$ cat src/logic/noc_defs.svh
`ifndef NOC_DEFS_SVH
`define NOC_DEFS_SVH

////////////////////
// mesh geometry
////////////////////

// bits per mesh coordinate
// 3 bits covers an 8 x 8 mesh
`define NOC_COORD_W 3

////////////////////
// flit contents
////////////////////

// data carried by one flit
`define NOC_PAYLOAD_W 64

// source tag, 2 bits origin + 6 bits sequence
// router passes it through untouched
`define NOC_TAG_W 8

////////////////////
// buffering
////////////////////

// entries per link input queue
`define NOC_QUEUE_DEPTH 4

`endif

$ cat src/logic/noc_flit_pkg.sv
`include "noc_defs.svh"

package noc_flit_pkg;

    ////////////////////
    // flit format
    ////////////////////

    // one flit, destination in the top bits
    // dst fields are what the route unit looks at
    typedef struct packed {
        // destination column
        logic [`NOC_COORD_W-1:0]   dst_x;
        // destination row
        logic [`NOC_COORD_W-1:0]   dst_y;
        // origin and sequence, set by sender
        logic [`NOC_TAG_W-1:0]     src_tag;
        // user data
        logic [`NOC_PAYLOAD_W-1:0] payload;
    } flit_t;

    ////////////////////
    // port format
    ////////////////////

    // links, inject and eject ports all share this
    // valid is a one-cycle strobe per flit
    typedef struct packed {
        logic  valid;
        flit_t flit;
    } link_t;

endpackage

$ cat src/logic/noc_route_pkg.sv
package noc_route_pkg;

    // flit_t is carried inside the routed request
    import noc_flit_pkg::*;

    ////////////////////
    // directions
    ////////////////////

    // dimension-order targets of a queue head
    // eject means the flit leaves on its own input's eject port
    typedef enum logic [1:0] {
        DIR_XPOS  = 2'd0,
        DIR_YPOS  = 2'd1,
        DIR_EJECT = 2'd2
    } dir_e;

    ////////////////////
    // routed request
    ////////////////////

    // queue head plus the output it asks for
    // valid mirrors the head valid of the queue
    typedef struct packed {
        logic  valid;
        // requested output
        dir_e  dir;
        // flit as it sits at the queue head
        flit_t flit;
    } route_req_t;

endpackage

$ cat src/logic/flit_queue.sv
`include "noc_defs.svh"

module flit_queue
    import noc_flit_pkg::*;
(
    input  logic  clk,
    input  logic  rst_n,
    input  link_t push,
    input  logic  pop,
    output link_t head
);

    localparam int DEPTH = `NOC_QUEUE_DEPTH;
    localparam int PTR_W = (DEPTH > 1) ? $clog2(DEPTH) : 1;
    localparam int CNT_W = $clog2(DEPTH + 1);

    // storage, payload only
    flit_t mem [DEPTH];

    logic [PTR_W-1:0] rd_ptr;
    logic [PTR_W-1:0] wr_ptr;
    logic [CNT_W-1:0] count;
    logic             full;
    logic             do_push;
    logic             do_pop;

    // wrap at depth, works for non power of two too
    function automatic logic [PTR_W-1:0] next_ptr(input logic [PTR_W-1:0] ptr);
        return (ptr == PTR_W'(DEPTH - 1)) ? '0 : ptr + 1'b1;
    endfunction

    assign full    = (count == CNT_W'(DEPTH));
    // pop only when something is there
    assign do_pop  = pop && (count != '0);
    // full queue still takes a flit if the head leaves this cycle
    assign do_push = push.valid && (!full || do_pop);

    ////////////////////
    // pointers and count
    ////////////////////
    always_ff @(posedge clk) begin
        if (!rst_n) begin
            rd_ptr <= '0;
            wr_ptr <= '0;
            count  <= '0;
        end else begin
            if (do_push) wr_ptr <= next_ptr(wr_ptr);
            if (do_pop) rd_ptr <= next_ptr(rd_ptr);
            case ({do_push, do_pop})
                2'b10:   count <= count + 1'b1;
                2'b01:   count <= count - 1'b1;
                default: count <= count;
            endcase
        end
    end

    // write side
    always_ff @(posedge clk) begin
        if (do_push) mem[wr_ptr] <= push.flit;
    end

    // head visible whenever non-empty
    assign head = '{valid: (count != '0), flit: mem[rd_ptr]};

endmodule

$ cat src/logic/noc_router_top.sv
module noc_router_top
    import noc_flit_pkg::*;
    import noc_route_pkg::*;
#(
    parameter int unsigned cur_x = 0,
    parameter int unsigned cur_y = 0
) (
    input  logic  clk,
    input  logic  rst_n,
    // links from neighbours
    input  link_t in_x,
    input  link_t in_y,
    // local traffic for the link outputs
    input  link_t inject_x,
    input  link_t inject_y,
    // links to neighbours
    output link_t out_x,
    output link_t out_y,
    // local delivery, one per link input
    output link_t eject_x,
    output link_t eject_y
);

    // queue heads
    link_t      head_x;
    link_t      head_y;
    // routed heads
    route_req_t req_x;
    route_req_t req_y;
    // head taken this cycle
    logic       pop_x;
    logic       pop_y;

    ////////////////////
    // input queues
    ////////////////////
    flit_queue i_queue_x (
        .clk   (clk),
        .rst_n (rst_n),
        .push  (in_x),
        .pop   (pop_x),
        .head  (head_x)
    );

    flit_queue i_queue_y (
        .clk   (clk),
        .rst_n (rst_n),
        .push  (in_y),
        .pop   (pop_y),
        .head  (head_y)
    );

    ////////////////////
    // route per head
    ////////////////////
    // recomputed every cycle from whatever sits at the head
    route_compute #(.cur_x(cur_x), .cur_y(cur_y)) i_route_x (
        .head (head_x),
        .req  (req_x)
    );

    route_compute #(.cur_x(cur_x), .cur_y(cur_y)) i_route_y (
        .head (head_y),
        .req  (req_y)
    );

    ////////////////////
    // allocation and outputs
    ////////////////////
    switch_alloc i_alloc (
        .clk      (clk),
        .rst_n    (rst_n),
        .req_x    (req_x),
        .req_y    (req_y),
        .inject_x (inject_x),
        .inject_y (inject_y),
        .pop_x    (pop_x),
        .pop_y    (pop_y),
        .out_x    (out_x),
        .out_y    (out_y),
        .eject_x  (eject_x),
        .eject_y  (eject_y)
    );

endmodule

$ cat src/logic/route_compute.sv
`include "noc_defs.svh"

module route_compute
    import noc_flit_pkg::*;
    import noc_route_pkg::*;
#(
    parameter int unsigned cur_x = 0,
    parameter int unsigned cur_y = 0
) (
    input  link_t      head,
    output route_req_t req
);

    // node position at coordinate width
    localparam logic [`NOC_COORD_W-1:0] node_x = cur_x[`NOC_COORD_W-1:0];
    localparam logic [`NOC_COORD_W-1:0] node_y = cur_y[`NOC_COORD_W-1:0];

    dir_e route_dir;

    ////////////////////
    // dimension order
    ////////////////////
    // x first, then y, else the flit is home
    always_comb begin
        if (head.flit.dst_x != node_x) begin
            route_dir = DIR_XPOS;
        end else if (head.flit.dst_y != node_y) begin
            route_dir = DIR_YPOS;
        end else begin
            route_dir = DIR_EJECT;
        end
    end

    // flit and valid pass straight through
    assign req = '{
        valid: head.valid,
        dir:   route_dir,
        flit:  head.flit
    };

endmodule

$ cat src/logic/switch_alloc.sv
module switch_alloc
    import noc_flit_pkg::*;
    import noc_route_pkg::*;
(
    input  logic       clk,
    input  logic       rst_n,
    input  route_req_t req_x,
    input  route_req_t req_y,
    input  link_t      inject_x,
    input  link_t      inject_y,
    output logic       pop_x,
    output logic       pop_y,
    output link_t      out_x,
    output link_t      out_y,
    output link_t      eject_x,
    output link_t      eject_y
);

    // output register slots
    localparam int SLOT_OUT_X   = 0;
    localparam int SLOT_OUT_Y   = 1;
    localparam int SLOT_EJECT_X = 2;
    localparam int SLOT_EJECT_Y = 3;
    localparam int NUM_SLOTS    = 4;

    // round robin, set means y queue wins next contest
    logic rr_favour_y;

    // head wants, xq = x input queue, yq = y input queue
    logic xq_want_x;
    logic xq_want_y;
    logic yq_want_x;
    logic yq_want_y;
    logic xq_eject;
    logic yq_eject;

    // grants per link output
    logic xq_to_out_x;
    logic yq_to_out_x;
    logic xq_to_out_y;
    logic yq_to_out_y;
    logic contest_x;
    logic contest_y;

    logic [NUM_SLOTS-1:0] nxt_valid;
    flit_t                nxt_flit [NUM_SLOTS];
    logic [NUM_SLOTS-1:0] valid_q;
    flit_t                flit_q [NUM_SLOTS];

    // one link output, result is {grant yq, grant xq}
    // inject owns the output outright
    function automatic logic [1:0] arbitrate(
        input logic inj_valid,
        input logic want_xq,
        input logic want_yq,
        input logic favour_y
    );
        logic [1:0] gnt;
        gnt = 2'b00;
        if (!inj_valid) begin
            if (want_xq && want_yq) begin
                gnt = favour_y ? 2'b10 : 2'b01;
            end else begin
                gnt = {want_yq, want_xq};
            end
        end
        return gnt;
    endfunction

    ////////////////////
    // requests
    ////////////////////
    assign xq_want_x = req_x.valid && (req_x.dir == DIR_XPOS);
    assign xq_want_y = req_x.valid && (req_x.dir == DIR_YPOS);
    assign yq_want_x = req_y.valid && (req_y.dir == DIR_XPOS);
    assign yq_want_y = req_y.valid && (req_y.dir == DIR_YPOS);
    // eject never contends, each input has its own port
    assign xq_eject  = req_x.valid && (req_x.dir == DIR_EJECT);
    assign yq_eject  = req_y.valid && (req_y.dir == DIR_EJECT);

    assign {yq_to_out_x, xq_to_out_x} =
        arbitrate(inject_x.valid, xq_want_x, yq_want_x, rr_favour_y);
    assign {yq_to_out_y, xq_to_out_y} =
        arbitrate(inject_y.valid, xq_want_y, yq_want_y, rr_favour_y);

    // both heads on one output, no inject there
    assign contest_x = !inject_x.valid && xq_want_x && yq_want_x;
    assign contest_y = !inject_y.valid && xq_want_y && yq_want_y;

    // granted heads leave their queues at this edge
    assign pop_x = xq_eject || xq_to_out_x || xq_to_out_y;
    assign pop_y = yq_eject || yq_to_out_y || yq_to_out_x;

    ////////////////////
    // crossbar
    ////////////////////
    always_comb begin
        nxt_valid[SLOT_OUT_X] = inject_x.valid || xq_to_out_x || yq_to_out_x;
        if (inject_x.valid) begin
            nxt_flit[SLOT_OUT_X] = inject_x.flit;
        end else if (yq_to_out_x) begin
            nxt_flit[SLOT_OUT_X] = req_y.flit;
        end else begin
            nxt_flit[SLOT_OUT_X] = req_x.flit;
        end

        nxt_valid[SLOT_OUT_Y] = inject_y.valid || xq_to_out_y || yq_to_out_y;
        if (inject_y.valid) begin
            nxt_flit[SLOT_OUT_Y] = inject_y.flit;
        end else if (yq_to_out_y) begin
            nxt_flit[SLOT_OUT_Y] = req_y.flit;
        end else begin
            nxt_flit[SLOT_OUT_Y] = req_x.flit;
        end

        // ejects keep their input side
        nxt_valid[SLOT_EJECT_X] = xq_eject;
        nxt_flit[SLOT_EJECT_X]  = req_x.flit;
        nxt_valid[SLOT_EJECT_Y] = yq_eject;
        nxt_flit[SLOT_EJECT_Y]  = req_y.flit;
    end

    // strobes and pointer
    always_ff @(posedge clk) begin
        if (!rst_n) begin
            valid_q     <= '0;
            rr_favour_y <= 1'b0;
        end else begin
            valid_q <= nxt_valid;
            // at most one output can be contested per cycle
            if (contest_x || contest_y) rr_favour_y <= ~rr_favour_y;
        end
    end

    // flit data
    always_ff @(posedge clk) begin
        flit_q <= nxt_flit;
    end

    assign out_x   = '{valid: valid_q[SLOT_OUT_X],   flit: flit_q[SLOT_OUT_X]};
    assign out_y   = '{valid: valid_q[SLOT_OUT_Y],   flit: flit_q[SLOT_OUT_Y]};
    assign eject_x = '{valid: valid_q[SLOT_EJECT_X], flit: flit_q[SLOT_EJECT_X]};
    assign eject_y = '{valid: valid_q[SLOT_EJECT_Y], flit: flit_q[SLOT_EJECT_Y]};

endmodule

$ cat config.mk
export PLATFORM = sky130hd
export DESIGN_NAME = noc_router_top
export DESIGN_NICKNAME = d
export VERILOG_FILES = /design/src/logic/noc_flit_pkg.sv /design/src/logic/noc_route_pkg.sv /design/src/logic/flit_queue.sv /design/src/logic/noc_router_top.sv /design/src/logic/route_compute.sv /design/src/logic/switch_alloc.sv
export VERILOG_INCLUDE_DIRS = /design/src /design/src/logic
export SDC_FILE = /design/constraint.sdc
export NUM_CORES = 1
export LEC_CHECK = 0
export BUFFER_PORTS_ARGS = -buffer_cell sky130_fd_sc_hd__buf_2
export CORE_ASPECT_RATIO = 1.1
export CORE_MARGIN = 3
export CORE_UTILIZATION = 44
export CTS_BUF_LIST = sky130_fd_sc_hd__clkbuf_8
export DETAILED_ROUTE_END_ITERATION = 10
export GPL_TIMING_DRIVEN = 0
export PLACE_DENSITY = 0.66
export SLEW_MARGIN = 20
export SYNTH_ARGS = -nofsm -noshare
export SYNTH_HDL_FRONTEND = slang
export SYNTH_SLANG_ARGS = --single-unit
$ cat constraint.sdc
create_clock -name clk -period 11.17 [get_ports clk]
set_input_delay 0.5585 -clock clk [delete_from_list [all_inputs] [get_ports clk]]
set_output_delay 0.5585 -clock clk [all_outputs]
set_load 0.03 [all_outputs]
# Word-level counts from Yosys, hierarchy flattened
# Memories as Yosys holds them, arrays and structs flattened. A register that Yosys moved wholly into a read port is not among the register bits.
# Cells that the tools add are included.
# classes
muxes,27
n_eq_ne,14
n_mul,0
div_mod_pow,0
n_reduce_logical,41
shift,0
bitwise,1
order_cmp,0
n_addsub,8
# op_table
operator,n
78-bit 2-to-1 mux,4
2-bit 2-to-1 mux,17
3-bit nonzero test,6
2-bit == test (second input constant),8
1-bit logical AND,16
3-bit one-hot mux with 2 select lines,2
1-bit logical OR,11
2-bit by 1-bit adder with 2-bit output (second input constant),4
2-bit by 1-bit == test with 1-bit output (second input constant),4
3-bit by 1-bit adder with 3-bit output (second input constant),2
3-bit == test (second input constant),2
3-bit by 1-bit subtractor with 3-bit output (second input constant),2
1-bit logical NOT,4
2-bit logical NOT,2
1-bit 2-to-1 mux,4
2-bit nonzero test,2
1-bit inverter,1
# word_totals
out_inout_bits,316
inputBits,318
romBits,0
memories,2
reg_bits,331
latchBits,0
ramBits,624
elab_cells,117
# memory_table
name,words,width,rd,rd_clocked_by_memory_dff,write_ports,line,rtl
i_queue_x.mem,4,78,1,1,1,flit_queue.sv:18,flit_t mem [DEPTH];
i_queue_y.mem,4,78,1,1,1,flit_queue.sv:18,

# Depth between registers and ports, before layout
# depth
ltp_word,15
ltp_mapped,15
ltp_nobuf,11

# Cells and area by module
# A second synthesis with hierarchy kept.
# hier_totals
cells_unflattened,2099
area_unflattened_um2,35112.4
# modules_own_cells
mod,area_per_inst_um2,n_inst,seq_area_each_um2,cells_per_inst
flit_queue,11740.0,2,9549.2,466
switch_alloc,10366.2,1,6346.1,1003
route_compute,633.1,2,0.0,82

# Least setup slack after synthesis
# No wires, ideal clock.
# synth_path
path_kind,reg-to-reg
startpoint,register with a tool-made name
endpoint,"memory i_queue_x.mem[3][0] (netlist bit), enable pin"
path_buffers,3
setup_ps,540
stages_incl_launch_ff,9
t_required_ps,10630
t_arrival_ps,6113
slack_ps,4517
cell_sequence,dfxtp_1 clkbuf_1 buf_2 mux4_2 or3_1 and4b_1 o21a_1 clkbuf_1 a21oi_1
# synth_rtl
item,line
to (decl),flit_queue.sv:18

==> run summary <==
### Run status
* complete, no violations — run status

### STA
* 0 ns — TNS Setup
* 0 — Max Slew Vio Count
* 31.25% — relative max-transition margin
* 0 — Final Hold Viols
* 1.031 ns — worst slew pin tran
* 4.673 ns — minimum period implied by the final worst setup slack
* 0.03017 ns — Clock Skew
* 0.2140 GHz — maximum operating frequency
* 41.84% — period utilisation layout
* 0 — number of setup violations in the final report
* false — unrepaired setup endpoints after global routing

### Setup path
* 6.50 ns — R2R Setup Slk
* flip-flop — critical path endpoint category
* reg -> reg — Worst Setup Path Type
* 40 — Max Fanout on Critical Path
* 11.60 ns — worst path required time
* flip-flop — startpoint type of the worst setup path
* 5.10 ns — data arrival time of the worst path

### Synth
* 15.33% — share of cell area taken by muxes after synthesis
* sky130_fd_sc_hd__edfxtp_1 — most area-hungry cell type in the Yosys netlist
* 18.30 um2 — Mapped Avg Cell Area
* 624 — Post-synth EDFFs
* 56.50% — share of the synthesized area in the top cell type
* sky130_fd_sc_hd__edfxtp_1 — cell with the most instances after synthesis
* 2.860% — simple-gate share of the synthesized area
* 0 — YS warnings
* 3.030% — compound-cell area share of the yosys netlist
* sky130_fd_sc_hd__edfxtp_1, sky130_fd_sc_hd__dfxtp_1, sky130_fd_sc_hd__nand2_1 — list of most frequent post-synthesis cells
* 76.72% — sequential-to-total area share from yosys stat
* 0.5735% — Adder-Cell Fraction of Synth Area
* 0% — share of flip-flops with an asynchronous set or reset
* 0.1056% — post-synthesis share of cell area spent on xor and xnor gates
* 959 — flip-flop and latch count after synthesis
* multiplexers — dominant combinational cell family by area after synthesis
* sky130_fd_sc_hd__edfxtp_1 — most instantiated flip-flop cell in the synthesis netlist
* 44 — count of unique library cells instantiated by Yosys
* 2144 — nets in the synthesized netlist
* 33160 um2 — Syn Std Cell Area
* sky130_fd_sc_hd__edfxtp_1, sky130_fd_sc_hd__dfxtp_1, sky130_fd_sc_hd__mux4_2, sky130_fd_sc_hd__mux2i_1, sky130_fd_sc_hd__o21ai_0 — Area contributors post-synth
* 1812 — gate count of the mapped netlist

### Route
* 23.06 um — post-detailed-route wirelength per cell
* 0 — DRC violations left
* 0 — number of nets with antenna violations after detailed routing
* 20620 — routed via count
* 92490 um — Routed WL
* 1304 — DR iter-0 viols
* 5.140 — mean number of vias per cell
* 4 — first drt pass iteration count

### Pwr
* 17.15 nW — static leakage
* 11.37 mW — Power, Total
* 256.8 nW/um2 — Pwr Density
* 7.388 mW — internal power
* 0.0001446 V — maximum ir drop on the vdd rail
* 32.8% — Comb power frac
* 3.978 mW — switching power summed over all nets
* 35.00% — sw frac
* 42.1% — Reg power frac
* 25.1% — part of the power in the clock network

### Flow run
* 0 — Max Cap Violations

### Cells and area
* 33.45% — synthesis-to-layout area growth
* 34.44% — ratio of cells with drive above 1 in the final layout
* 44260 um2 — final design area excluding fillers
* 3254 — number of nets in the layout

### Floorplanning
* 267.8 um — floorplan die width
* 44.87% — Initial Utilization
* 104 — floorplan row count
* 78710 um2 — area enclosed by the die boundary
* 73910 um2 — area of the core
* 634 — number of ports placed on the die boundary
* 293.9 um — Chip Height

### CTS
* 3 — maximum count of clock buffers along a single path
* 959 — Clock Sink Count
* sky130_fd_sc_hd__clkbuf_8 — root buffer cell
* 148 — number of clock buffers inserted by TritonCTS
* 4 — CTS H-tree depth
* 0.77 ns — clock latency of the later-clocked register in the worst-skew pair
* 0.06 ns — clock-pin slew on the worst setup and hold paths
* yes — clock tree from TritonCTS
* 0 — post-cts resize count

### Hold path
* in -> reg — path class of the lowest-slack min-delay path

### Place
* 38220 um2 — cell area reported after detailed placement
* 64460 um — Post-DP HPWL
* 630 — IO Port Bufs
* 0.9107 — gpl congestion

### GRT
* 134200 um — wire length of the first global-routing pass
* 23.19% — total routing resource utilization after global routing
* 41 — largest net degree at the start of global routing
* 22090 — number of global-route vias before repair
* 0 — grt ovf
* 17 — number of antenna violations at the first check in global routing

## critical path, stage by stage (launching register included)
cell and delay, ns:
sky130_fd_sc_hd__dfxtp_1 0.30, sky130_fd_sc_hd__clkbuf_1 0.33, sky130_fd_sc_hd__clkbuf_2 0.57, sky130_fd_sc_hd__mux4_2 0.47, sky130_fd_sc_hd__nor3_1 0.51, sky130_fd_sc_hd__o311a_1 0.21
sky130_fd_sc_hd__buf_2 0.46, sky130_fd_sc_hd__o31a_1 0.43, sky130_fd_sc_hd__and2_4 0.67, sky130_fd_sc_hd__buf_16 0.31
## area by class of cell
cell class | count | area (um2)
inverter | 17 | 63.81
clock inverter | 99 | 553.0
antenna | 11 | 27.53
tap | 954 | 1194
multi-input combinational | 743 | 7318
sequential | 959 | 25440
timing repair buffer | 960 | 6847
fill | 5398 | 29650
clock buffer | 175 | 2409
buffer | 93 | 401.6
## registers in the layout, indices dropped and copies added (netlist names), named ones only
register and cells:
i_queue_y.mem 312, i_queue_x.rd_ptr 2, i_queue_y.rd_ptr 2, i_alloc.rr_favour_y 1, i_alloc.eject_x 78, i_alloc.out_y 78, i_alloc.eject_y 78, i_queue_x.wr_ptr 2
i_alloc.out_x 78, i_alloc.valid_q 4, i_queue_x.mem 312, i_queue_y.wr_ptr 2, i_queue_y.count 3, i_queue_x.count 3
## power by group through the flow
stage	Clock, mW	Sequential (mW)	Combinational [mW]
after floorplan	0	5.74	1.45
after CTS	2.91	4.78	3.75
after global placement	0	4.91	3.48
final	2.85	4.79	3.72
after detailed placement	0	4.85	3.65
after global routing	3.08	4.84	3.95
## routing by layer
| layer | wire length [um] | part of all wire, % | GRT usage, % | up-vias |
|---|---|---|---|---|
| met2 | 48120 | 52 | 40.69 | 807 |
| met4 | 2689 | 2.9 | 8.581 | 8 |
| met5 | 46 | 0.050 | 0 | - |
| li1 | - | - | - | 9244 |
| met3 | 5994 | 6.5 | 5.694 | 183 |
| met1 | 35640 | 39 | 27.74 | 10370 |
## per-stage QoR
stage	std cells	hold WS [ns]	utilization [%]	setup slack, ns
floorplan	1812	0.4577	-	4.517
global placement	3396	0.4736	50.75	-0.1058
detailed placement	3421	0.4890	51.70	6.454
CTS	4000	0.0002245	59.84	6.429
global route	4008	0.01800	59.87	6.204
finish	4011	0.08643	59.88	6.497
## final timing paths
check,from,depth (start not counted),endpoint
max,flip-flop,9,i_queue_y.mem[2][36]$_DFFE_PP_
min,inject_y[72],3,i_alloc.out_y[72]$_DFF_P_
max reg2reg,flip-flop,9,i_queue_y.mem[2][36]$_DFFE_PP_
min reg2reg,i_queue_x.rd_ptr[1]$_SDFFE_PN0P_,2,i_queue_x.rd_ptr[1]$_SDFFE_PN0P_
## logic make-up (layout without fill, tap and decap cells)
logic type | Yosys count | in the layout
buffers and inverters | 110 | 1344
and+or+nand+nor | 224 | 224
AOI/OAI and AO/OA | 188 | 188
xor gates and xnor gates | 4 | 4
other | 0 | 11
adders and majority gates | 14 | 14
DFF | 959 | 959
muxes | 313 | 313
## cells in the final DEF, fill, tap and decap left out, types with 11 or more instances in the layout
master                          synthesis  final
sky130_fd_sc_hd__buf_1                 17     17
sky130_fd_sc_hd__buf_16                 0     20
sky130_fd_sc_hd__buf_2                 17    647
sky130_fd_sc_hd__clkbuf_1              56     49
sky130_fd_sc_hd__clkbuf_8               0    175
sky130_fd_sc_hd__dfxtp_1              335    335
sky130_fd_sc_hd__diode_2                0     11
sky130_fd_sc_hd__dlygate4sd3_1          0    305
sky130_fd_sc_hd__edfxtp_1             624    624
sky130_fd_sc_hd__ha_1                  12     12
sky130_fd_sc_hd__inv_1                 17     89
sky130_fd_sc_hd__mux2i_1              157    157
sky130_fd_sc_hd__mux4_2               156    156
sky130_fd_sc_hd__nand2_1              176    176
sky130_fd_sc_hd__o21ai_0              151    151
sky130_fd_sc_hd__or3_1                 12     12
## timing repair
| action | 4_1_cts | 5_1_grt |
|---|---|---|
| hold buffers | 305 | 0 |
| buffers inserted | 0 | 0 |
| endpoints found under the setup margin | 0 | 0 |
| endpoints found under the hold margin | 773 | 0 |
Power figures use the tool's default switching activity.
